## config.mk

```make
export PLATFORM = sky130hd
export DESIGN_NAME = wb_resp_mux
export DESIGN_NICKNAME = d
export VERILOG_FILES = /design/src/wb_resp_mux.sv
export VERILOG_INCLUDE_DIRS = /design/src /design/src/include
export SDC_FILE = /design/constraint.sdc
export NUM_CORES = 1
export LEC_CHECK = 0
export BUFFER_PORTS_ARGS = -buffer_cell sky130_fd_sc_hd__clkbuf_2
export CAP_MARGIN = 20
export CORE_MARGIN = 2
export CORE_UTILIZATION = 42
export CTS_CLUSTER_SIZE = 10
export DETAILED_ROUTE_END_ITERATION = 8
export PLACE_DENSITY = 0.83
export SYNTH_ARGS = -nofsm -noshare
export SYNTH_HDL_FRONTEND = slang
export SYNTH_SLANG_ARGS = --single-unit
export TNS_END_PERCENT = 100
```

## constraint.sdc

```tcl
create_clock -name clk_i -period 1.7 [get_ports clk_i]
set_input_delay 0.34 -clock clk_i [delete_from_list [all_inputs] [get_ports clk_i]]
set_output_delay 0.34 -clock clk_i [all_outputs]
set_load 0.01 [all_outputs]
```

## src/include/fabric_consts.svh

```systemverilog
// Fabric constants: address map, bus widths, timer offsets and RAM latency
`ifndef FABRIC_CONSTS_SVH
`define FABRIC_CONSTS_SVH

// Bus widths
`define FABRIC_ADDR_W 32
`define FABRIC_DATA_W 32
`define FABRIC_SEL_W 4

// Cache line of four words, 256 lines for 4 KiB
`define FABRIC_LINE_W 128
`define FABRIC_RAM_LINES 256

// Top address nibble of each region
`define FABRIC_RAM_REGION 4'h8
`define FABRIC_CLINT_REGION 4'h3

// Timer block register offsets, low 16 address bits
`define FABRIC_CLINT_MSIP 16'h0000
`define FABRIC_CLINT_MTIMECMP_LO 16'h4000
`define FABRIC_CLINT_MTIMECMP_HI 16'h4004
`define FABRIC_CLINT_MTIME_LO 16'hBFF8
`define FABRIC_CLINT_MTIME_HI 16'hBFFC

// First read beat latency in cycles
`define FABRIC_RAM_LATENCY 4

`endif

```

## src/wb_resp_mux.sv

```systemverilog
// Response stage: registers the answering target's reply or a decode error onto the bus
`timescale 1ns/10ps
`include "fabric_consts.svh"

module wb_resp_mux (
  input  logic                      clk_i,
  input  logic                      rst_ni,
  input  logic                      ram_ack_i,
  input  logic [`FABRIC_DATA_W-1:0] ram_rdata_i,
  input  logic                      clint_ack_i,
  input  logic [`FABRIC_DATA_W-1:0] clint_rdata_i,
  input  logic                      unmapped_req_i,
  output logic                      wb_ack_o,
  output logic                      wb_err_o,
  output logic [`FABRIC_DATA_W-1:0] wb_dat_o,
  output logic                      rsp_done_o
);

  // ====================================================================
  // Response registers
  // ====================================================================
  always_ff @(posedge clk_i or negedge rst_ni) begin
    if (!rst_ni) begin
      wb_ack_o <= 1'b0;
      wb_err_o <= 1'b0;
    end else begin
      wb_ack_o <= ram_ack_i || clint_ack_i;
      // Decode miss answered directly as error
      wb_err_o <= unmapped_req_i;
    end
  end

  // Data of whichever target answered, zero on error
  always_ff @(posedge clk_i) begin
    if (ram_ack_i) wb_dat_o <= ram_rdata_i;
    else if (clint_ack_i) wb_dat_o <= clint_rdata_i;
    else if (unmapped_req_i) wb_dat_o <= '0;
  end

  // Frees the request stage for the next beat
  assign rsp_done_o = wb_ack_o || wb_err_o;

  // Targets never answer in the same cycle
  assert property (@(posedge clk_i) disable iff (!rst_ni)
    $onehot0({ram_ack_i, clint_ack_i, unmapped_req_i}));

endmodule

```

==> results.sh <==
export IMPL_status="finished, final reports clean"
export IMPL_synth_edf_count=32
export IMPL_tightest_slew_ns=0.677
export IMPL_max_clock_buf_depth=2
export IMPL_grtUsageMet3=0.0714
export IMPL_synthesis_nets=148
export IMPL_start_util=0.448
export IMPL_globalRouteMet2Util=0.329
export IMPL_synth_simple_gate_area_share=0.0288
export IMPL_finalWeightedCongestion=0.688
export IMPL_internal_power_mw=1.32
export IMPL_maximum_number_of_pins_on_one_net_before_global_route_repair=33
export IMPL_worstSetupPathType="reg -> out"
export IMPL_number_of_core_rows=20
export IMPL_p_leak_nw=0.980
export IMPL_power_frac_seq=0.590
export IMPL_vias=1131
export IMPL_slowest_delay_ns=0.40
export IMPL_nets=255
export IMPL_fillers=271
export IMPL_groute_layer_met1_usage=0.202
export IMPL_layout_cell_area_non_filler_um2=1980
export IMPL_relSlewSlack=0.548
export IMPL_clk_root_buffer_cell="sky130_fd_sc_hd__clkbuf_4"
export IMPL_grt_first_pass_wirelength_um=5000
export IMPL_worst_ir_drop_vdd_uv=329
export IMPL_setup_viol_count_final=0
export IMPL_maxClockFrequency_ghz=0.670
export IMPL_route_final_wire_length_um=3510
export IMPL_clkPwrFrac=0.235
export IMPL_crit_path_dat_ns=1.15
export IMPL_globalRoute_totalOverflow=0
export IMPL_antenna_found_initial=0
export IMPL_drv_cap=0
export IMPL_sequential_element_share_of_the_synthesized_area=0.728
export IMPL_critical_path_cell_chain="or2_2, clkbuf_2"
export IMPL_syn_avg_cell_area_um2=17.6
export IMPL_grt_pass1_vias=1086
export IMPL_timing_hold_worst_class="in -> reg"
export IMPL_number_of_warnings_issued_by_yosys=0
export IMPL_cts_htree_levels=2
export IMPL_die_area_um2=3780
export IMPL_cts_post_setup_buffers_inserted=0
export IMPL_post_drt_wl_per_cell_um=15.2
export IMPL_maxSlewViolCount=0
export IMPL_hold_start="unmapped_req_i"
export IMPL_grt_setup_unrepaired="no"
export IMPL_power_share_switching=0.244
export IMPL_ys_seq_elements=34
export IMPL_synthesis_instances=79
export IMPL_fp_dieH_um=61.5
export IMPL_instance_area_after_placement_um2=1920
export IMPL_drt_first_pass_iters=4
export IMPL_critical_path_max_fanout=2
export IMPL_yosys_cell_count_top_type="sky130_fd_sc_hd__edfxtp_1"
export IMPL_min_period_over_period=0.878
export IMPL_floorplan_die_width_um=61.5
export IMPL_powerDensity_nw_per_um2=883
export IMPL_synth_top_area_share=0.692
export IMPL_detail_route_antenna_nets=0
export IMPL_crit_path_start_kind="flop"
export IMPL_top_ports=104
export IMPL_insertedDiodeCount=0
export IMPL_cts_clk_slew_worst_paths_ns=0.10
export IMPL_cp_buffers_inverters=1
export IMPL_arithmetic_cell_share_of_the_synthesized_area_counting_full_adders_half_adders_and_majority_gates=0
export IMPL_dominant_register_cell_in_the_synthesized_netlist="sky130_fd_sc_hd__edfxtp_1"
export IMPL_ys_async_sr_fraction=0.0588
export IMPL_hold_viol_final=0
export IMPL_cell_at_the_slowest_stage_of_the_critical_path="sky130_fd_sc_hd__dfrtp_1"
export IMPL_timing_setup_tns_ns=0
export IMPL_placement_io_buffers=103
export IMPL_crit_start="wb_err_o"
export IMPL_syn_area_um2=1390
export IMPL_layout_area_overhead_vs_synth_pct=42.7
export IMPL_place_hpwl_um=2670
export IMPL_p_comb_frac=0.176
export IMPL_period_needed_ns=1.49
export IMPL_grt_most_used_layer="met2"
export IMPL_biggest_area_consumer_among_synthesized_cells="sky130_fd_sc_hd__edfxtp_1"
export IMPL_detail_route_vias_per_cell=4.90
export IMPL_synth_xor_area_share=0
export IMPL_drive_above_1_share=0.620
export IMPL_worst_ep_required_time_ns=1.36
export IMPL_initialDrtViolationCount=108
export IMPL_core_region_area_um2=3100
export IMPL_netSwitchingPower_uw=428
export IMPL_cts_sinks=34
export IMPL_cp_end_kind="output pin"
export IMPL_post_synth_num_cell_types=11
export IMPL_synth_area_mux_share=0
export IMPL_synth_compound_area_share=0.200
export IMPL_track_usage=0.190
export IMPL_cts_tree="done"
export IMPL_ys_top_cells_by_area="sky130_fd_sc_hd__edfxtp_1 69%, sky130_fd_sc_hd__a22o_1 19%, sky130_fd_sc_hd__dfrtp_1 3.6%"
export IMPL_timing_critical_path_max_delay_family="flip-flops"
export IMPL_synth_top_family_by_area="compound AO/OA/AOI/OAI gates"
export IMPL_detail_route_drc_violations=0
export IMPL_cts_buffers=5
export IMPL_synth_common_cells="32 x sky130_fd_sc_hd__edfxtp_1, 30 x sky130_fd_sc_hd__a22o_1, 4 x sky130_fd_sc_hd__buf_6"
[per-layer routing]
| layer | up-vias | wire, um | part of all wire |
|---|---|---|---|
| li1 | 542 | - | - |
| met1 | 525 | 1230 | 0.35 |
| met2 | 60 | 1950 | 0.55 |
| met3 | 4 | 272 | 0.077 |
| met4 | 0 | 61 | 0.017 |
| met5 | - | 0 | 0 |
[logic make-up (layout without fill, tap and decap cells)]
family,Yosys count,after routing
flip-flops,34,34
AO/OA/AOI/OAI,32,32
buffers and inverters,7,115
AND/OR/NAND/NOR,6,6
[path summary, 6_finish.rpt]
kind | end | slack [ns] | cells past startpoint
max in group asynchronous | wb_ack_o | 1.28 | 2
worst max-delay path | rsp_done_o | 0.21 | 2
worst min-delay path | wb_err_o | 0.13 | 1
min in group asynchronous | wb_err_o | 0.32 | 2
[final cells by class]
class / instances / area [um^2] / area share
clock buffers: 6 / 41.3 / 0.0208
clock inverters: 2 / 8.76 / 0.00442
well taps: 44 / 55.1 / 0.0278
multi-input cells: 38 / 318 / 0.160
repair buffers: 107 / 548 / 0.277
flip-flops and latches: 34 / 1010 / 0.510
[cells in the final DEF (no fill, tap or decap)]
| master | instances |
|---|---|
| sky130_fd_sc_hd__a22o_1 | 30 |
| sky130_fd_sc_hd__edfxtp_1 | 32 |
| sky130_fd_sc_hd__clkbuf_4 | 5 |
| sky130_fd_sc_hd__nand2_1 | 2 |
| sky130_fd_sc_hd__clkinv_1 | 1 |
| sky130_fd_sc_hd__or3_1 | 1 |
| sky130_fd_sc_hd__clkinv_2 | 1 |
| sky130_fd_sc_hd__o21ai_1 | 1 |
| sky130_fd_sc_hd__a22o_2 | 1 |
| sky130_fd_sc_hd__nor2b_4 | 1 |
| sky130_fd_sc_hd__buf_4 | 3 |
| sky130_fd_sc_hd__or2_2 | 2 |
| sky130_fd_sc_hd__dfrtp_1 | 2 |
| sky130_fd_sc_hd__dlygate4sd3_1 | 1 |
| sky130_fd_sc_hd__clkbuf_2 | 103 |
| sky130_fd_sc_hd__clkbuf_1 | 1 |
[power groups by stage]
stage	clock [mW]	combinational [mW]	sequential, mW
final	0.411	0.308	1.03
after global routing	0.449	0.338	1.04
after CTS	0.420	0.311	1.03
after detailed placement	0	0.309	1.05
after global placement	0	0.300	1.05
after floorplan	0	0.0924	1.10
[registers in the layout, summed over array words and instances, names as in the netlist]
signal and cells:
wb_dat_o 32, wb_ack_o 1, wb_err_o 1
[through the flow]
stage	power [mW]	std cells	hold WS, ns	setup WS [ns]	utilization
floorplan	1.19	79	0.0444	0.0869	-
global placement	1.35	222	0.125	0.330	0.619
detailed placement	1.36	222	0.132	0.262	0.619
CTS	1.76	231	0.115	0.185	0.639
global route	1.83	231	0.112	0.150	0.639
finish	1.75	231	0.134	0.207	0.639
[what timing repair did]
action / in CTS / in global routing
resized for setup: 0 / 0
hold buffers: 1 / 0
hold endpoints to repair: 2 / 0
No activity file was read; power rests on OpenSTA's default activity.
