==> src/include/fabric_consts.svh <==
// Fabric constants: address map, bus widths, timer offsets and RAM latency
`ifndef FABRIC_CONSTS_SVH
`define FABRIC_CONSTS_SVH

// Bus widths
`define FABRIC_ADDR_W 32
`define FABRIC_DATA_W 32
`define FABRIC_SEL_W 4

// Cache line of four words, 256 lines for 4 KiB
`define FABRIC_LINE_W 128
`define FABRIC_RAM_LINES 256

// Top address nibble of each region
`define FABRIC_RAM_REGION 4'h8
`define FABRIC_CLINT_REGION 4'h3

// Timer block register offsets, low 16 address bits
`define FABRIC_CLINT_MSIP 16'h0000
`define FABRIC_CLINT_MTIMECMP_LO 16'h4000
`define FABRIC_CLINT_MTIMECMP_HI 16'h4004
`define FABRIC_CLINT_MTIME_LO 16'hBFF8
`define FABRIC_CLINT_MTIME_HI 16'hBFFC

// First read beat latency in cycles
`define FABRIC_RAM_LATENCY 4

`endif

==> src/clint_timer.sv <==
// Core-local timer: free-running mtime, mtimecmp, msip and the two interrupt lines
`timescale 1ns/10ps
`include "fabric_consts.svh"

module clint_timer (
  input  logic                      clk_i,
  input  logic                      rst_ni,
  input  logic                      clint_req_i,
  input  logic                      req_we_i,
  input  logic [`FABRIC_ADDR_W-1:0] req_adr_i,
  input  logic [`FABRIC_DATA_W-1:0] req_dat_i,
  input  logic [`FABRIC_SEL_W-1:0]  req_sel_i,
  output logic                      clint_ack_o,
  output logic [`FABRIC_DATA_W-1:0] clint_rdata_o,
  output logic                      timer_irq_o,
  output logic                      sw_irq_o
);

  localparam int unsigned DW = `FABRIC_DATA_W;

  logic [15:0]   offset;
  logic [63:0]   mtime_q;
  logic [63:0]   mtimecmp_q;
  logic          msip_q;
  logic          wr_en;
  logic [DW-1:0] rdata_d;

  // Byte-select merge of a write into a register half
  function automatic logic [DW-1:0] merge_bytes(input logic [DW-1:0] old_w,
                                                input logic [DW-1:0] new_w,
                                                input logic [`FABRIC_SEL_W-1:0] sel);
    logic [DW-1:0] res;
    res = old_w;
    for (int b = 0; b < `FABRIC_SEL_W; b++) begin
      if (sel[b]) res[b*8 +: 8] = new_w[b*8 +: 8];
    end
    return res;
  endfunction

  assign offset = req_adr_i[15:0];
  assign wr_en  = clint_req_i && req_we_i;

  // ====================================================================
  // Registers
  // ====================================================================
  always_ff @(posedge clk_i or negedge rst_ni) begin
    if (!rst_ni) begin
      mtime_q     <= '0;
      mtimecmp_q  <= '1;
      msip_q      <= 1'b0;
      clint_ack_o <= 1'b0;
    end else begin
      mtime_q     <= mtime_q + 64'd1;
      clint_ack_o <= clint_req_i;
      // mtime offsets are read only
      if (wr_en && (offset == `FABRIC_CLINT_MSIP) && req_sel_i[0]) msip_q <= req_dat_i[0];
      if (wr_en && (offset == `FABRIC_CLINT_MTIMECMP_LO)) begin
        mtimecmp_q[31:0] <= merge_bytes(mtimecmp_q[31:0], req_dat_i, req_sel_i);
      end
      if (wr_en && (offset == `FABRIC_CLINT_MTIMECMP_HI)) begin
        mtimecmp_q[63:32] <= merge_bytes(mtimecmp_q[63:32], req_dat_i, req_sel_i);
      end
    end
  end

  // Read mux, zero for any other offset
  always_comb begin
    case (offset)
      `FABRIC_CLINT_MSIP:        rdata_d = {{(DW-1){1'b0}}, msip_q};
      `FABRIC_CLINT_MTIMECMP_LO: rdata_d = mtimecmp_q[31:0];
      `FABRIC_CLINT_MTIMECMP_HI: rdata_d = mtimecmp_q[63:32];
      `FABRIC_CLINT_MTIME_LO:    rdata_d = mtime_q[31:0];
      `FABRIC_CLINT_MTIME_HI:    rdata_d = mtime_q[63:32];
      default:                   rdata_d = '0;
    endcase
  end

  always_ff @(posedge clk_i) begin
    if (clint_req_i) clint_rdata_o <= rdata_d;
  end

  // Interrupts
  assign timer_irq_o = (mtime_q >= mtimecmp_q);
  assign sw_irq_o    = msip_q;

endmodule

==> config.mk <==
export PLATFORM = sky130hd
export DESIGN_NAME = clint_timer
export DESIGN_NICKNAME = d
export VERILOG_FILES = /design/src/clint_timer.sv
export VERILOG_INCLUDE_DIRS = /design/src /design/src/include
export SDC_FILE = /design/constraint.sdc
export NUM_CORES = 1
export LEC_CHECK = 0
export ABC_AREA = 1
export BUFFER_PORTS_ARGS = -buffer_cell sky130_fd_sc_hd__clkbuf_2
export CAP_MARGIN = 10
export CORE_MARGIN = 2
export CORE_UTILIZATION = 30
export CTS_CLUSTER_SIZE = 10
export DETAILED_ROUTE_END_ITERATION = 12
export GPL_TIMING_DRIVEN = 0
export HOLD_SLACK_MARGIN = 0.08
export PLACE_DENSITY = 0.44
export SYNTH_ARGS = -nofsm -noshare
export SYNTH_HDL_FRONTEND = slang
export SYNTH_SLANG_ARGS = --single-unit
export TNS_END_PERCENT = 1
==> constraint.sdc <==
create_clock -name clk_i -period 2.08 [get_ports clk_i]
set_input_delay 0.104 -clock clk_i [delete_from_list [all_inputs] [get_ports clk_i]]
set_output_delay 0.104 -clock clk_i [all_outputs]
set_load 0.01 [all_outputs]
==> results.sh <==
export IMPL_outcome="complete, but fails checks"
export IMPL_violations="negative setup slack"
export IMPL_grt_max_degree=70
export IMPL_drt_iter0_drc=541
export IMPL_worstSetupPathType="flip-flop to output port"
export IMPL_routed_wl_mm=34.0
export IMPL_drive_above_1_share=0.252
export IMPL_viasPerCell=4.73
export IMPL_timing_final_crit_period_ps=2420
export IMPL_path_max_fanout=6
export IMPL_postRouteAntennaNets=0
export IMPL_cts_root_buffer="clkbuf_16"
export IMPL_clock_sinks=162
export IMPL_wl_per_cell_um=18.7
export IMPL_synth_area_per_cell_um2=8.22
export IMPL_final_common_cell="nand2_1"
export IMPL_vdd_drop_max_mv=0.538
export IMPL_slew_violations=0
export IMPL_die_area_um2=34600
export IMPL_cts_made_buffers=17
export IMPL_skew_ps=11.8
export IMPL_vias=8610
export IMPL_setup_tns_final_ps=-342
export IMPL_worst_pin_slew_ps=902
export IMPL_slew_headroom=0.398
export IMPL_max_cap_viol_count=0
export IMPL_fmax_mhz=413
export IMPL_fp_dieH_um=186
export IMPL_timing_final_crit_share=1.16
export IMPL_core_area_um2=32600
export IMPL_endpoint_kind="output port"
export IMPL_synth_fp_nets=1347
export IMPL_fillCellCount=3466
export IMPL_syn_inst=1210
export IMPL_synthToLayoutAreaGrowth_pct=25.0
export IMPL_initial_utilization=0.305
export IMPL_fin_ws_ps=-342
export IMPL_synth_area_um2=9940
export IMPL_fin_util=0.381
export IMPL_antenna_found_initial=0
export IMPL_grt_pass1_vias=8312
export IMPL_row_count=66
export IMPL_ff_latch_area_um2=4300
export IMPL_setup_viol=1
export IMPL_grt_ovfl_total=0
export IMPL_final_nets=1504
export IMPL_cpPeakStageDelay_ps=520
export IMPL_critPathSlowestCell="dfrtp_1"
export IMPL_hpwl_mm=25.9
export IMPL_htree_levels=4
export IMPL_p_per_area_nw_per_um2=540
export IMPL_clkTransAtPathRegs_ps=70
export IMPL_critical_path_buf_inv_count=1
export IMPL_pin_count=107
export IMPL_worstPathCellList="ha_4, nand2_2, nor2_4, nor3b_4, nand2_2, nor2_1, nand2_1, nand2_1, nor2_2, nand2_4, buf_6"
export IMPL_clk_path_buf_depth=2
export IMPL_ys_ff_latch=162
export IMPL_grt_pass1_wl_mm=50.8
export IMPL_globalplace_congestion=0.952
export IMPL_cp_data_arrival_time_ps=2320
export IMPL_drtPass1Iterations=6
export IMPL_cp_top_family="simple AND/OR/NAND/NOR gates"
export IMPL_start_kind="flip-flop"
export IMPL_diodes=0
export IMPL_ys_types=39
export IMPL_port_buffers=89
export IMPL_drc=0
export IMPL_multi_input_area_um2=5240
export IMPL_hp_class="input pin to flip-flop"
export IMPL_die_w_um=186
export IMPL_insertion_delay_ps=440
export IMPL_ys_seq_area_frac=0.432
export IMPL_cp_data_required_time_ps=1980
export IMPL_finalHoldViolCount=0
export IMPL_power_leakage_uw=0.00538
export IMPL_grt_usage=0.203
export IMPL_cts_tree="built"
export IMPL_ys_warn_count=0
export IMPL_mostFrequentLayoutCells="313 x nand2_1, 165 x inv_1, 90 x nor2_1"
export IMPL_rsz0062_at_grt="true"
==> path summary, 6_finish.rpt <==
path,startpoint,to,slack (ps),cells after the start
worst max-delay path,mtime_q[55]$_DFF_PN0_,timer_irq_o,-340,11
worst min-delay path,req_adr_i[15],sw_irq_o$_DFFE_PN0P_,110,7
worst max register to register,mtime_q[18]$_DFF_PN0_,mtime_q[46]$_DFF_PN0_,70,6
worst min register to register,mtimecmp_q[62]$_DFFE_PN1P_,mtimecmp_q[62]$_DFFE_PN1P_,470,2
max in group asynchronous,rst_ni,mtimecmp_q[61]$_DFFE_PN1P_,1070,3
min in group asynchronous,rst_ni,mtime_q[13]$_DFF_PN0_,240,2
==> through the flow <==
stage,area (µm²),setup WS [ps],power (µW),hold slack [ps],std cells
final,12400,-342,6720,108,1822
after global routing,12400,-477,6960,188,1822
after CTS,12100,-477,6820,104,1816
after detailed placement,11000,-686,3550,153,1742
after global placement,10900,-1470,3540,327,1741
after floorplan,9940,415,3380,-192,1210
==> where the power goes <==
| part | switching, µW | internal, µW |
|---|---|---|
| registers | 5.59 | 3260 |
| logic | 155 | 113 |
| clock network | 1400 | 1780 |
==> worst reg2reg max path, cell delays in order, from the launching register on <==
cell	delay, ps
dfrtp_1	550
nand2_1	160
nor3_2	250
nand2_1	230
nor2_2	290
nand3b_1	230
xnor2_1	180
==> layer usage <==
layer,GRT usage,vias to the layer above,wire length [µm]
met4,0.0570,0,670
li1,-,4260,-
met1,0.292,4164,16700
met2,0.323,157,15500
met5,0,-,0
met3,0.0229,29,1130
==> sequential cells by signal, indices dropped and copies added (netlist names) <==
name           count
mtime_q           64
clint_ack_o        1
clint_rdata_o     32
mtimecmp_q        64
sw_irq_o           1
==> area by class of cell <==
type,count,share of cell area
Tap cell,442,0.0445
Inverter,178,0.0537
Multi-Input combinational cell,851,0.422
Clock inverter,9,0.00523
Timing Repair Buffer,138,0.0763
Clock buffer,23,0.0420
Buffer,19,0.0110
Sequential cell,162,0.346
==> Yosys cell counts (all sizes together) <==
cell type  number  area share
o21a            1     0.00076
dfrtp          66        0.17
nand4          22       0.016
a21o            2      0.0015
xor2           35       0.031
nand3b          4      0.0030
nor2          116       0.051
ha             65       0.082
o2111ai        17       0.015
buf            18       0.013
a21oi          27       0.014
xnor2          20       0.018
nor3b           1     0.00076
or2             2      0.0013
clkbuf          1     0.00038
and3            1     0.00063
inv           178       0.067
nor3           40       0.025
nor4            2      0.0013
nand2         342        0.14
a22oi          15       0.011
edfxtp         32       0.097
o21ai          65       0.042
dfstp          64        0.17
nand3          74       0.037
==> logic make-up after synthesis <==
| logic type | count (synthesis) | synth area share |
|---|---|---|
| buf+inv | 197 | 0.0809 |
| xor+xnor | 55 | 0.0485 |
| compound gates | 127 | 0.0839 |
| simple gates | 604 | 0.273 |
| flops | 162 | 0.432 |
| fa+ha+maj | 65 | 0.0818 |
==> timing repair <==
action	4_1_cts	5_1_grt
setup endpoints to repair	29	13
pin swaps	9	22
setup buffers	3	6
hold buffers	39	0
gates resized for setup	18	66
hold endpoints to repair	126	0
Note: power is estimated with default switching activity, not from simulation.
