==> src/include/fabric_consts.svh <==
// Fabric constants: address map, bus widths, timer offsets and RAM latency
`ifndef FABRIC_CONSTS_SVH
`define FABRIC_CONSTS_SVH

// Bus widths
`define FABRIC_ADDR_W 32
`define FABRIC_DATA_W 32
`define FABRIC_SEL_W 4

// Cache line of four words, 256 lines for 4 KiB
`define FABRIC_LINE_W 128
`define FABRIC_RAM_LINES 256

// Top address nibble of each region
`define FABRIC_RAM_REGION 4'h8
`define FABRIC_CLINT_REGION 4'h3

// Timer block register offsets, low 16 address bits
`define FABRIC_CLINT_MSIP 16'h0000
`define FABRIC_CLINT_MTIMECMP_LO 16'h4000
`define FABRIC_CLINT_MTIMECMP_HI 16'h4004
`define FABRIC_CLINT_MTIME_LO 16'hBFF8
`define FABRIC_CLINT_MTIME_HI 16'hBFFC

// First read beat latency in cycles
`define FABRIC_RAM_LATENCY 4

`endif

==> src/fabric_pkg.sv <==
// Fabric package with the bus cycle types, target classes and line types
`include "fabric_consts.svh"

package fabric_pkg;

  // ====================================================================
  // Wishbone B4 cycle type identifier
  // ====================================================================
  // Only the three kinds the fabric understands
  typedef enum logic [2:0] {
    CTI_CLASSIC = 3'b000,
    CTI_INCR    = 3'b010,
    CTI_EOB     = 3'b111
  } wb_cti_e;

  // ====================================================================
  // Decoded target of a request
  // ====================================================================
  // Unmapped also covers the old peripheral region
  typedef enum logic [1:0] {
    TGT_RAM,
    TGT_CLINT,
    TGT_UNMAPPED
  } wb_target_e;

  // ====================================================================
  // Cache line types
  // ====================================================================
  // Whole line, four words
  typedef logic [`FABRIC_LINE_W-1:0] line_t;

  // One strobe per byte of the line
  typedef logic [`FABRIC_LINE_W/8-1:0] line_strb_t;

endpackage

==> src/wb_req_decoder.sv <==
// Request stage: accepts one Wishbone beat, decodes its target, stalls until the reply
`timescale 1ns/10ps
`include "fabric_consts.svh"

module wb_req_decoder
  import fabric_pkg::*;
(
  input  logic                      clk_i,
  input  logic                      rst_ni,
  // Bus side
  input  logic                      wb_cyc_i,
  input  logic                      wb_stb_i,
  input  logic                      wb_we_i,
  input  logic [`FABRIC_ADDR_W-1:0] wb_adr_i,
  input  logic [`FABRIC_DATA_W-1:0] wb_dat_i,
  input  logic [`FABRIC_SEL_W-1:0]  wb_sel_i,
  input  wb_cti_e                   wb_cti_i,
  input  logic                      rsp_done_i,
  output logic                      wb_stall_o,
  // Target side
  output logic                      ram_req_o,
  output logic                      clint_req_o,
  output logic                      unmapped_req_o,
  output logic                      req_we_o,
  output logic [`FABRIC_ADDR_W-1:0] req_adr_o,
  output logic [`FABRIC_DATA_W-1:0] req_dat_o,
  output logic [`FABRIC_SEL_W-1:0]  req_sel_o,
  output wb_cti_e                   req_cti_o
);

  logic       accept;
  logic       busy_q;
  wb_target_e target_d;

  // Beat taken when strobed and not stalled
  assign accept = wb_cyc_i && wb_stb_i && !busy_q;

  // Region from top address nibble
  always_comb begin
    case (wb_adr_i[`FABRIC_ADDR_W-1 -: 4])
      `FABRIC_RAM_REGION:   target_d = TGT_RAM;
      `FABRIC_CLINT_REGION: target_d = TGT_CLINT;
      default:              target_d = TGT_UNMAPPED;
    endcase
  end

  // ====================================================================
  // Busy flag and request pulses
  // ====================================================================
  always_ff @(posedge clk_i or negedge rst_ni) begin
    if (!rst_ni) begin
      busy_q         <= 1'b0;
      ram_req_o      <= 1'b0;
      clint_req_o    <= 1'b0;
      unmapped_req_o <= 1'b0;
    end else begin
      // One-cycle pulse to the selected target
      ram_req_o      <= accept && (target_d == TGT_RAM);
      clint_req_o    <= accept && (target_d == TGT_CLINT);
      unmapped_req_o <= accept && (target_d == TGT_UNMAPPED);
      if (accept) begin
        busy_q <= 1'b1;
      end else if (rsp_done_i) begin
        busy_q <= 1'b0;
      end
    end
  end

  // Request fields held until the next accepted beat
  always_ff @(posedge clk_i) begin
    if (accept) begin
      req_we_o  <= wb_we_i;
      req_adr_o <= wb_adr_i;
      req_dat_o <= wb_dat_i;
      req_sel_o <= wb_sel_i;
      req_cti_o <= wb_cti_i;
    end
  end

  assign wb_stall_o = busy_q;

  // A response only comes back for a beat in flight
  assert property (@(posedge clk_i) disable iff (!rst_ni)
    rsp_done_i |-> busy_q);

endmodule

==> config.mk <==
export PLATFORM = sky130hd
export DESIGN_NAME = wb_req_decoder
export DESIGN_NICKNAME = d
export VERILOG_FILES = /design/src/fabric_pkg.sv /design/src/wb_req_decoder.sv
export VERILOG_INCLUDE_DIRS = /design/src /design/src/include
export SDC_FILE = /design/constraint.sdc
export NUM_CORES = 1
export LEC_CHECK = 0
export BUFFER_PORTS_ARGS = -buffer_cell sky130_fd_sc_hd__buf_2
export CORE_AREA = 2 2 83 85
export CTS_CLUSTER_SIZE = 20
export DETAILED_ROUTE_END_ITERATION = 7
export DIE_AREA = 0 0 85 87
export GPL_ROUTABILITY_DRIVEN = 0
export PLACE_DENSITY_LB_ADDON = 0.15
export SYNTH_ARGS = -nofsm -noshare
export SYNTH_HDL_FRONTEND = slang
export SYNTH_SLANG_ARGS = --single-unit
==> constraint.sdc <==
create_clock -name clk_i -period 1.6 [get_ports clk_i]
set_input_delay 0.32 -clock clk_i [delete_from_list [all_inputs] [get_ports clk_i]]
set_output_delay 0.32 -clock clk_i [all_outputs]
set_load 0.01 [all_outputs]
==> results of run 1 <==
==> layer usage <==
metal,wire length (microns),GRT usage [%],vias up
li1,-,-,684
met1,1870,14.8,672
met2,2330,19.6,93
met3,528,4.74,11
met4,86,6.93,0
met5,0,0,-
==> synthesized netlist by cell type (all sizes together) <==
cell,n,area (sq um)
or2b,1,7.51
edfxtp,72,2160
nand3b,2,27.5
nor4b,1,8.76
nor3,2,10.0
dfrtp,4,100
nor4,1,12.5
o21ai,1,5.00
nor4bb,1,10.0
inv,2,7.50
==> cell type report <==
cell class	instances	area share (%)
clock buffer	9	3.56
clock inverter	5	2.23
inverter	2	0.288
multi-input combinational	9	2.34
sequential	76	65.0
tap	80	2.88
timing repair buffer	157	23.7
==> logic make-up after synthesis <==
logic type | after synthesis
flip-flops | 76
AO/OA/AOI/OAI | 1
AND/OR/NAND/NOR | 8
buffers and inverters | 2
==> cell usage in the layout (no fill, tap or decap), drive strengths merged, types with 2 or more instances in the layout <==
cell type and count:
clkinv 2, edfxtp 72, nand3b 2, inv 3, bufinv 2, clkbuf 9, dfrtp 4, nor3 2
buf 156
==> critical path, cell delays in order, from the launching register on <==
cell	delay (ps)
sky130_fd_sc_hd__dfrtp_1	400
sky130_fd_sc_hd__nand3b_4	200
sky130_fd_sc_hd__inv_4	210
sky130_fd_sc_hd__buf_12	210
==> what timing repair did <==
action                                 in CTS  in global routing
endpoints found under the hold margin       4                  0
resized for setup                           0                  0
hold buffers                                1                  0
==> state kept, by name, summed over array words and instances, names as in the netlist <==
name            count
ram_req_o           1
req_sel_o           4
clint_req_o         1
req_adr_o          32
wb_stall_o          1
unmapped_req_o      1
req_dat_o          32
req_cti_o           3
req_we_o            1
==> worst min-delay path by stage <==
stage / startpoint / to / slack [ps] / depth (start not counted)
after floorplan: rst_ni / clint_req_o / 20 / 0
after global placement: rst_ni / wb_stall_o / 130 / 1
after detailed placement: rst_ni / ram_req_o / 130 / 1
after CTS: wb_dat_i[0] / req_dat_o[0] / 140 / 1
after global routing: wb_cti_i[0] / req_cti_o[0] / 140 / 1
final: wb_cti_i[0] / req_cti_o[0] / 160 / 1
==> metrics by stage <==
stage | setup WS (ps) | instance area, sq um | cells
floorplan | 121 | 2350 | 87
global placement | 309 | 3270 | 323
detailed placement | 286 | 3270 | 323
CTS | 276 | 3480 | 338
global route | 239 | 3480 | 338
finish | 286 | 3480 | 338
==> where the power goes <==
part           internal, mW  switching, mW  total (mW)  leakage (nW)
logic                 0.144          0.158       0.302         0.673
registers              2.28         0.0197        2.30         0.721
clock network         0.858          0.622        1.48         0.103
==> results.yml, run 1 <==
timing:
  max-slew-margin-rel_pct: 81.6
  grt_setup_unrepaired: "false"
  tightest_slew_ps: 272
  hold_violation_count_in_the_final_report: 0
  finalClockSkew_ps: 6.03
  fmax_ghz: 0.761
  drv_slew: 0
  report.final.setup_viol: 0
  hold-worst-slack_ps: 164
  totalNegativeSetupSlack_ps: 0
  final_period_minus_worst_setup_slack_ps: 1310
  post-route-period-util_pct: 82.1
clock_tree:
  root_buffer: "sky130_fd_sc_hd__clkbuf_8"
  cts_setup_buffers: 0
  ctsHtreeMaxLevel: 3
  tritoncts: "yes"
  clock_sinks: 76
  clk_pin_slew_ps: 70
  worst_skew_pair.late_latency_ps: 330
  cts-buffers-inserted: 9
  cts_buffer_depth: 2
yosys:
  yosysUniqueCellTypes: 12
  postSynthRegisterBits: 76
  synth_compound_gate_area_share_pct: 0.213
  main_combinational_cell_family_by_area_after_synthesis: "simple AND/OR/NAND/NOR gates"
  yosys_warnings: 0
  synth_fa_ha_area_share_pct: 0
  synth-seq-area-share_pct: 96.2
  post_synth_inst_count: 87
  synth_area_sq_mm: 0.00235
  syn-num-nets: 164
  synth-simple-area-share_pct: 3.25
  syn_area_per_cell_sq_um: 27.0
  post_synth_xor_area_fraction_pct: 0
  multiplexer_area_fraction_after_synthesis_pct: 0
detailed_routing:
  routed_wire_length_per_instance_microns: 14.2
  detail_route.vias_per_cell: 4.32
  route.detailed.drc: 0
  postRouteAntennaNets: 0
  via_count: 1460
  totalWireLength_microns: 4820
  drt_iter0_drc: 87
  first_pass_iters: 4
hold_path:
  hp-class: "in2reg"
layout:
  num-fill-cells: 539
  area_of_the_multi_input_gates_sq_um: 81.3
  utilization_pct: 53.0
  register_area_sq_mm: 0.00226
  drive_gt1_share_pct: 66.7
  area_growth_pct: 48.1
  antennaDiodeCount: 0
  finalNetCount: 332
grt:
  grt_pass1_vias: 1426
  grt_antenna_before_repair: 0
  globalRouteTotalUtil_pct: 12.5
  gr-total-overflow: 0
  grt_first_pass_wirelength_microns: 6820
  grt_max_degree: 24
critical_path:
  critPathCaptureType: "register"
  start_kind: "register"
  setup.worst_path.start: "wb_stall_o"
  timing.critical_path.to: "req_dat_o[22]"
  worst_ep_required_time_ps: 1630
  worstReg2RegStart: "wb_stall_o"
  worst-r2r-setup-slack_ps: 290
  class_of_the_most_critical_setup_path: "reg2reg"
  arrival_ps: 1340
  worstReg2RegEnd: "req_dat_o[22]"
  worstRegToRegCells: 3
  timing.critical_path.fanout_max: 23
placement:
  io_buffer_count: 152
  dp_hpwl_microns: 3700
floorplanning:
  placeableCoreArea_sq_mm: 0.00657
  die_area_sq_mm: 0.00740
  chipWidth_microns: 85
  rows: 30
  initial_core_util_pct: 35.8
  pin_count: 153
  die_height_microns: 87
power_and_ir_drop:
  cellPowerDensity_mw_per_mm2: 1170
  p_total_mw: 4.09
  peakVddDrop_mv: 0.520
  power_leakage_nw: 1.50
status:
  result_of_the_run: "finished, final reports clean"
flow_run:
  number_of_violations_of_the_max_capacitance_limit: 0
Power figures use the tool's default switching activity.
==> inputs of run 2 (changes only) <==
Clock period 1.6 ns to 1.2 ns, I/O delays scaled along.
==> run 2 against run 1 <==
Compared with the run above: global-route usage is 1.0 points higher; maximum frequency is 11% higher; sequential share of layout area shrank 0.67 points; clock skew rose by 2.5 ps; power up 35%; die area unchanged; clock power is 36% higher; critical endpoint is now req_adr_o[5]; sequential power increased by 33%; final cell count increased by 0.59%; highest routed layer unchanged; non-clock buffer count fell by 2; clock-buffer cell count grew 1; largest cell class unchanged.
==> results.yml, run 2 (same netlist as run 1, synthesis figures left out) <==
timing:
  report.final.setup_viol: 0
  post-route-period-util_pct: 98.2
  finalClockSkew_ps: 8.50
  final_period_minus_worst_setup_slack_ps: 1180
  grt_setup_unrepaired: "true"
  max-slew-margin-rel_pct: 82.6
  drv_slew: 0
  fmax_ghz: 0.848
  hold_violation_count_in_the_final_report: 0
  tightest_slew_ps: 257
critical_path:
  worstRegToRegCells: 3
  arrival_ps: 1210
  worstReg2RegStart: "wb_stall_o"
  start_kind: "register"
  critPathCaptureType: "register"
  setup.worst_path.start: "wb_stall_o"
  worst-r2r-setup-slack_ps: 20
  worst_path_dominant_cell_family: "flip-flops"
  slowest_stage_delay_on_critical_path_ps: 390
  worstReg2RegEnd: "req_adr_o[5]"
  worstPathCellList: "nand3b_4 > buf_12 > inv_16"
  class_of_the_most_critical_setup_path: "reg2reg"
  timing.critical_path.fanout_max: 36
  worst_ep_required_time_ps: 1230
  timing.critical_path.buf_inv: 2
  worst_path_max_delay_cell: "sky130_fd_sc_hd__dfrtp_1"
layout:
  mostFrequentLayoutCell: "sky130_fd_sc_hd__buf_2"
  instances_no_fill: 340
  layout_top_registers: "req_adr_o x32, req_dat_o x32, req_sel_o x4"
  finalNetCount: 333
  antennaDiodeCount: 0
  drive_gt1_share_pct: 66.5
  stdcell_area_sq_mm: 0.00352
  utilization_pct: 53.5
  area_growth_pct: 49.6
  mostFrequentLayoutCells: "sky130_fd_sc_hd__buf_2 (152), sky130_fd_sc_hd__edfxtp_1 (72), sky130_fd_sc_hd__clkbuf_8 (9)"
clock_tree:
  tritoncts: "yes"
  root_buffer: "sky130_fd_sc_hd__clkbuf_8"
  clock_sinks: 76
  cts-buffers-inserted: 9
  ctsHtreeMaxLevel: 3
  clk_pin_slew_ps: 80
  worst_skew_pair.late_latency_ps: 330
  cts_buffer_depth: 2
flow_run:
  number_of_violations_of_the_max_capacitance_limit: 0
floorplanning:
  pin_count: 153
  placeableCoreArea_sq_mm: 0.00657
  chipWidth_microns: 85
  initial_core_util_pct: 35.8
  die_area_sq_mm: 0.00740
  die_height_microns: 87
  rows: 30
grt:
  grt_max_degree: 37
  globalRouteTotalUtil_pct: 13.5
  grt_pass1_vias: 1455
  grt_first_pass_wirelength_microns: 7330
  grt_antenna_before_repair: 0
  gr-total-overflow: 0
detailed_routing:
  via_count: 1480
  detail_route.vias_per_cell: 4.35
  drt_iter0_drc: 42
  route.detailed.drc: 0
  routed_wire_length_per_instance_microns: 14.7
  first_pass_iters: 4
  totalWireLength_microns: 5010
  postRouteAntennaNets: 0
power_and_ir_drop:
  power_switching_mw: 1.11
  power_leakage_nw: 1.51
  cellPowerDensity_mw_per_mm2: 1560
  clkPwrFrac_pct: 36.6
  cell_internal_pwr_mw: 4.39
  peakVddDrop_mv: 0.771
  sequential_cell_fraction_of_total_power_pct: 55.8
  share_comb_of_total_power_pct: 7.6
  sw_frac_of_total_pct: 20.2
status:
  result_of_the_run: "finished, final reports clean"
hold_path:
  hold_path_end: "req_adr_o[6]"
  hp-class: "in2reg"
  holdPathStages: 1
  hp-start: "wb_adr_i[6]"
placement:
  dp_hpwl_microns: 3440
  placed_cells_incl_taps: 320
  place_area_sq_mm: 0.00324
  io_buffer_count: 152
run 2: changes by cell type in the layout (fill, tap and decap cells not counted), sizes merged:
cell | before | now
inv | 3 | 6
buf | 156 | 154
clkbuf | 9 | 10
run 2: timing repair:
action	in CTS	in global routing
setup endpoints to repair	72	56
resized for setup	2	2
hold buffers	1	0
endpoints found under the hold margin	4	0
cloned	3	0
setup buffers	1	0
run 2: power groups by stage:
| stage | clock (mW) | combinational, mW | sequential [mW] |
|---|---|---|---|
| detailed placement | 0 | 0.390 | 3.13 |
| global placement | 0 | 0.387 | 3.13 |
| CTS | 2.08 | 0.423 | 3.07 |
| global route | 2.19 | 0.457 | 3.08 |
| finish | 2.01 | 0.418 | 3.07 |
| floorplan | 0 | 0.0679 | 3.20 |
run 2: final cells by class:
class                   instances  area [sq um]
clock buffers                  10           128
clock inverters                 5          76.3
fillers                       562          3050
inverters                       2          23.8
multi-input cells               9          95.1
flip-flops and latches         76          2260
well taps                      80           100
repair buffers                155           798
repair inverters                3          33.8
run 2: per-stage QoR:
| stage | hold slack, ps | setup TNS, ps | power (mW) | worst slack, ps |
|---|---|---|---|---|
| 2_1_floorplan | -55.6 | -832 | 3.26 | -11.6 |
| 3_3_place_gp | 49.2 | -690 | 3.51 | -12.5 |
| 3_5_place_dp | 51.4 | -2030 | 3.52 | -30.0 |
| 4_1_cts | 61.4 | 0 | 5.57 | 15.5 |
| 5_1_grt | 54.5 | -751 | 5.73 | -24.7 |
| 6_report | 78.6 | 0 | 5.50 | 21.0 |
run 2: layer usage:
layer,vias to the layer above,share of wire (%),GRT usage [%]
met4,0,2.0,6.93
met5,-,0,0
met1,691,39,16.0
met2,92,49,21.7
met3,10,10,4.93
li1,687,-,-
run 2: how the worst max path moves through the flow:
stage / endpoint / slack (ps) / cells past startpoint
floorplan: req_adr_o[0] / -10 / 2
global placement: req_dat_o[18] / -10 / 2
detailed placement: req_dat_o[24] / -30 / 2
CTS: ram_req_o / 20 / 4
global route: ram_req_o / -20 / 4
finish: req_adr_o[5] / 20 / 3
run 2: worst reg2reg max path, delay by kind of cell, from the launching register on:
family,cells,cell delay [ps]
buf+inv,2,300
flops,1,390
simple gates,1,170
==> inputs of run 3 (changes only) <==
Settings changed: CORE_AREA 2 2 83 85 to 2 2 79 81, DIE_AREA 0 0 85 87 to 0 0 81 83.
Clock period 1.2 ns to 1.15 ns, I/O delays scaled along.
==> run 3 against run 2 <==
Compared with the run above: via count is 3.8% lower; utilization is 6.6 points higher; clock skew is 2.1 ps lower; clock-buffer cell count is 3 higher; maximum frequency is 2.8% higher; final cell count is 1.5% lower; cell area is 0.60% lower; critical path type unchanged; critical endpoint is now ram_req_o; largest power group unchanged.
==> results.yml, run 3 (same netlist as run 1, synthesis figures left out) <==
status:
  result_of_the_run: "finished, final reports clean"
detailed_routing:
  detail_route.vias_per_cell: 4.25
  via_count: 1424
  totalWireLength_microns: 4880
  drt_iter0_drc: 33
  routed_wire_length_per_instance_microns: 14.6
  route.detailed.drc: 0
  first_pass_iters: 4
  postRouteAntennaNets: 0
grt:
  grt_util_met3_pct: 6.30
  grt_pass1_vias: 1432
  top_usage_layer: "met2"
  grt_first_pass_wirelength_microns: 7040
  grt_max_degree: 37
  grt_antenna_before_repair: 0
  gr-total-overflow: 0
  global_route.usage.met1_pct: 15.3
  globalRouteTotalUtil_pct: 14.8
  grt_util_met2_pct: 24.6
power_and_ir_drop:
  power_leakage_nw: 1.49
  cellPowerDensity_mw_per_mm2: 1560
  peakVddDrop_mv: 1.04
  p_total_mw: 5.47
clock_tree:
  cts_buffer_depth: 2
  ctsHtreeMaxLevel: 3
  worst_skew_pair.late_latency_ps: 330
  cts-buffers-inserted: 9
  clock_sinks: 76
  tritoncts: "yes"
  root_buffer: "sky130_fd_sc_hd__clkbuf_8"
  clk_pin_slew_ps: 70
critical_path:
  worstPathCellList: "nand3b_4 > buf_12 > buf_6 > nor4_4"
  timing.critical_path.fanout_max: 4
  start_kind: "register"
  class_of_the_most_critical_setup_path: "reg2reg"
  arrival_ps: 1380
  slowest_stage_delay_on_critical_path_ps: 400
  worst_ep_required_time_ps: 1390
  worstRegToRegCells: 4
  critPathCaptureType: "register"
  worst_path_max_delay_cell: "sky130_fd_sc_hd__dfrtp_1"
floorplanning:
  initial_core_util_pct: 40.4
  die_area_sq_mm: 0.00672
  chipWidth_microns: 81
  placeableCoreArea_sq_mm: 0.00582
  rows: 28
  pin_count: 153
  die_height_microns: 83
layout:
  drive_gt1_share_pct: 65.4
  mostFrequentLayoutCell: "sky130_fd_sc_hd__buf_2"
  utilization_pct: 60.1
  instances_no_fill: 335
  antennaDiodeCount: 0
  finalNetCount: 332
  mostFrequentLayoutCells: "sky130_fd_sc_hd__buf_2 (152), sky130_fd_sc_hd__edfxtp_1 (72), sky130_fd_sc_hd__clkbuf_8 (9)"
  layout_top_registers: "req_adr_o x32, req_dat_o x32, req_sel_o x4"
  area_growth_pct: 48.7
timing:
  final_period_minus_worst_setup_slack_ps: 1150
  hold_violation_count_in_the_final_report: 0
  grt_setup_unrepaired: "true"
  finalClockSkew_ps: 6.45
  post-route-period-util_pct: 99.7
  max-slew-margin-rel_pct: 77.7
  post-route-worst-setup-slack_ps: 2.91
  report.final.setup_viol: 0
  drv_slew: 0
  tightest_slew_ps: 330
  fmax_ghz: 0.872
  hold-worst-slack_ps: 69.9
placement:
  placed_cells_incl_taps: 315
  io_buffer_count: 152
  dp_hpwl_microns: 3540
  dp_worst_setup_slack_ps: -67.7
hold_path:
  holdPathStages: 1
  hp-class: "in2reg"
flow_run:
  number_of_violations_of_the_max_capacitance_limit: 0
[run 3: critical path, delay by kind of cell (launching register included)]
| kind | cells | cell delay, ps |
|---|---|---|
| simple gates | 2 | 360 |
| buf+inv | 2 | 290 |
| flops | 1 | 400 |
[run 3: what timing repair did]
action                                 in CTS  in global routing
setup endpoints to repair                  72                 74
buffers inserted                            1                  0
cloned                                      2                  0
endpoints found under the hold margin       4                  0
gates resized for setup                     5                  3
hold buffers                                1                  0
[run 3: layout make-up]
type                            instances  area (sq um)
Fill cell                             492          2320
Inverter                                2          33.8
Clock inverter                          3          37.5
Sequential cell                        76          2260
Tap cell                               75          93.8
Clock buffer                           13           139
Timing Repair Buffer                  155           802
Multi-Input combinational cell          9          95.1
Timing Repair inverter                  2          32.5
[run 3: per-layer routing]
layer  wire (microns)  up-vias  share of wire (%)
li1                 -      684                  -
met1             1770      649                 36
met4              181        0                3.7
met3              398       15                8.1
met2             2540       76                 52
met5                0        -                  0
[run 3: metrics by stage]
stage	setup TNS, ps	area, sq um
5_1_grt	-1060	3500
2_1_floorplan	-4430	2370
4_1_cts	-1080	3480
6_report	0	3500
3_5_place_dp	-4640	3230
3_3_place_gp	-4340	3230
[run 3: path summary, 6_finish.rpt]
check / from / to / slack [ps]
max: wb_stall_o / ram_req_o / 3
min in group asynchronous: rst_ni / wb_stall_o / 220
max in group asynchronous: rst_ni / ram_req_o / 810
min reg2reg: wb_stall_o / wb_stall_o / 550
max reg2reg: wb_stall_o / ram_req_o / 3
min: wb_dat_i[21] / req_dat_o[21] / 70
[run 3: where the power goes]
part / switching, mW / internal, mW
clock network: 0.835 / 0.993
registers: 0.0274 / 3.18
logic: 0.234 / 0.200
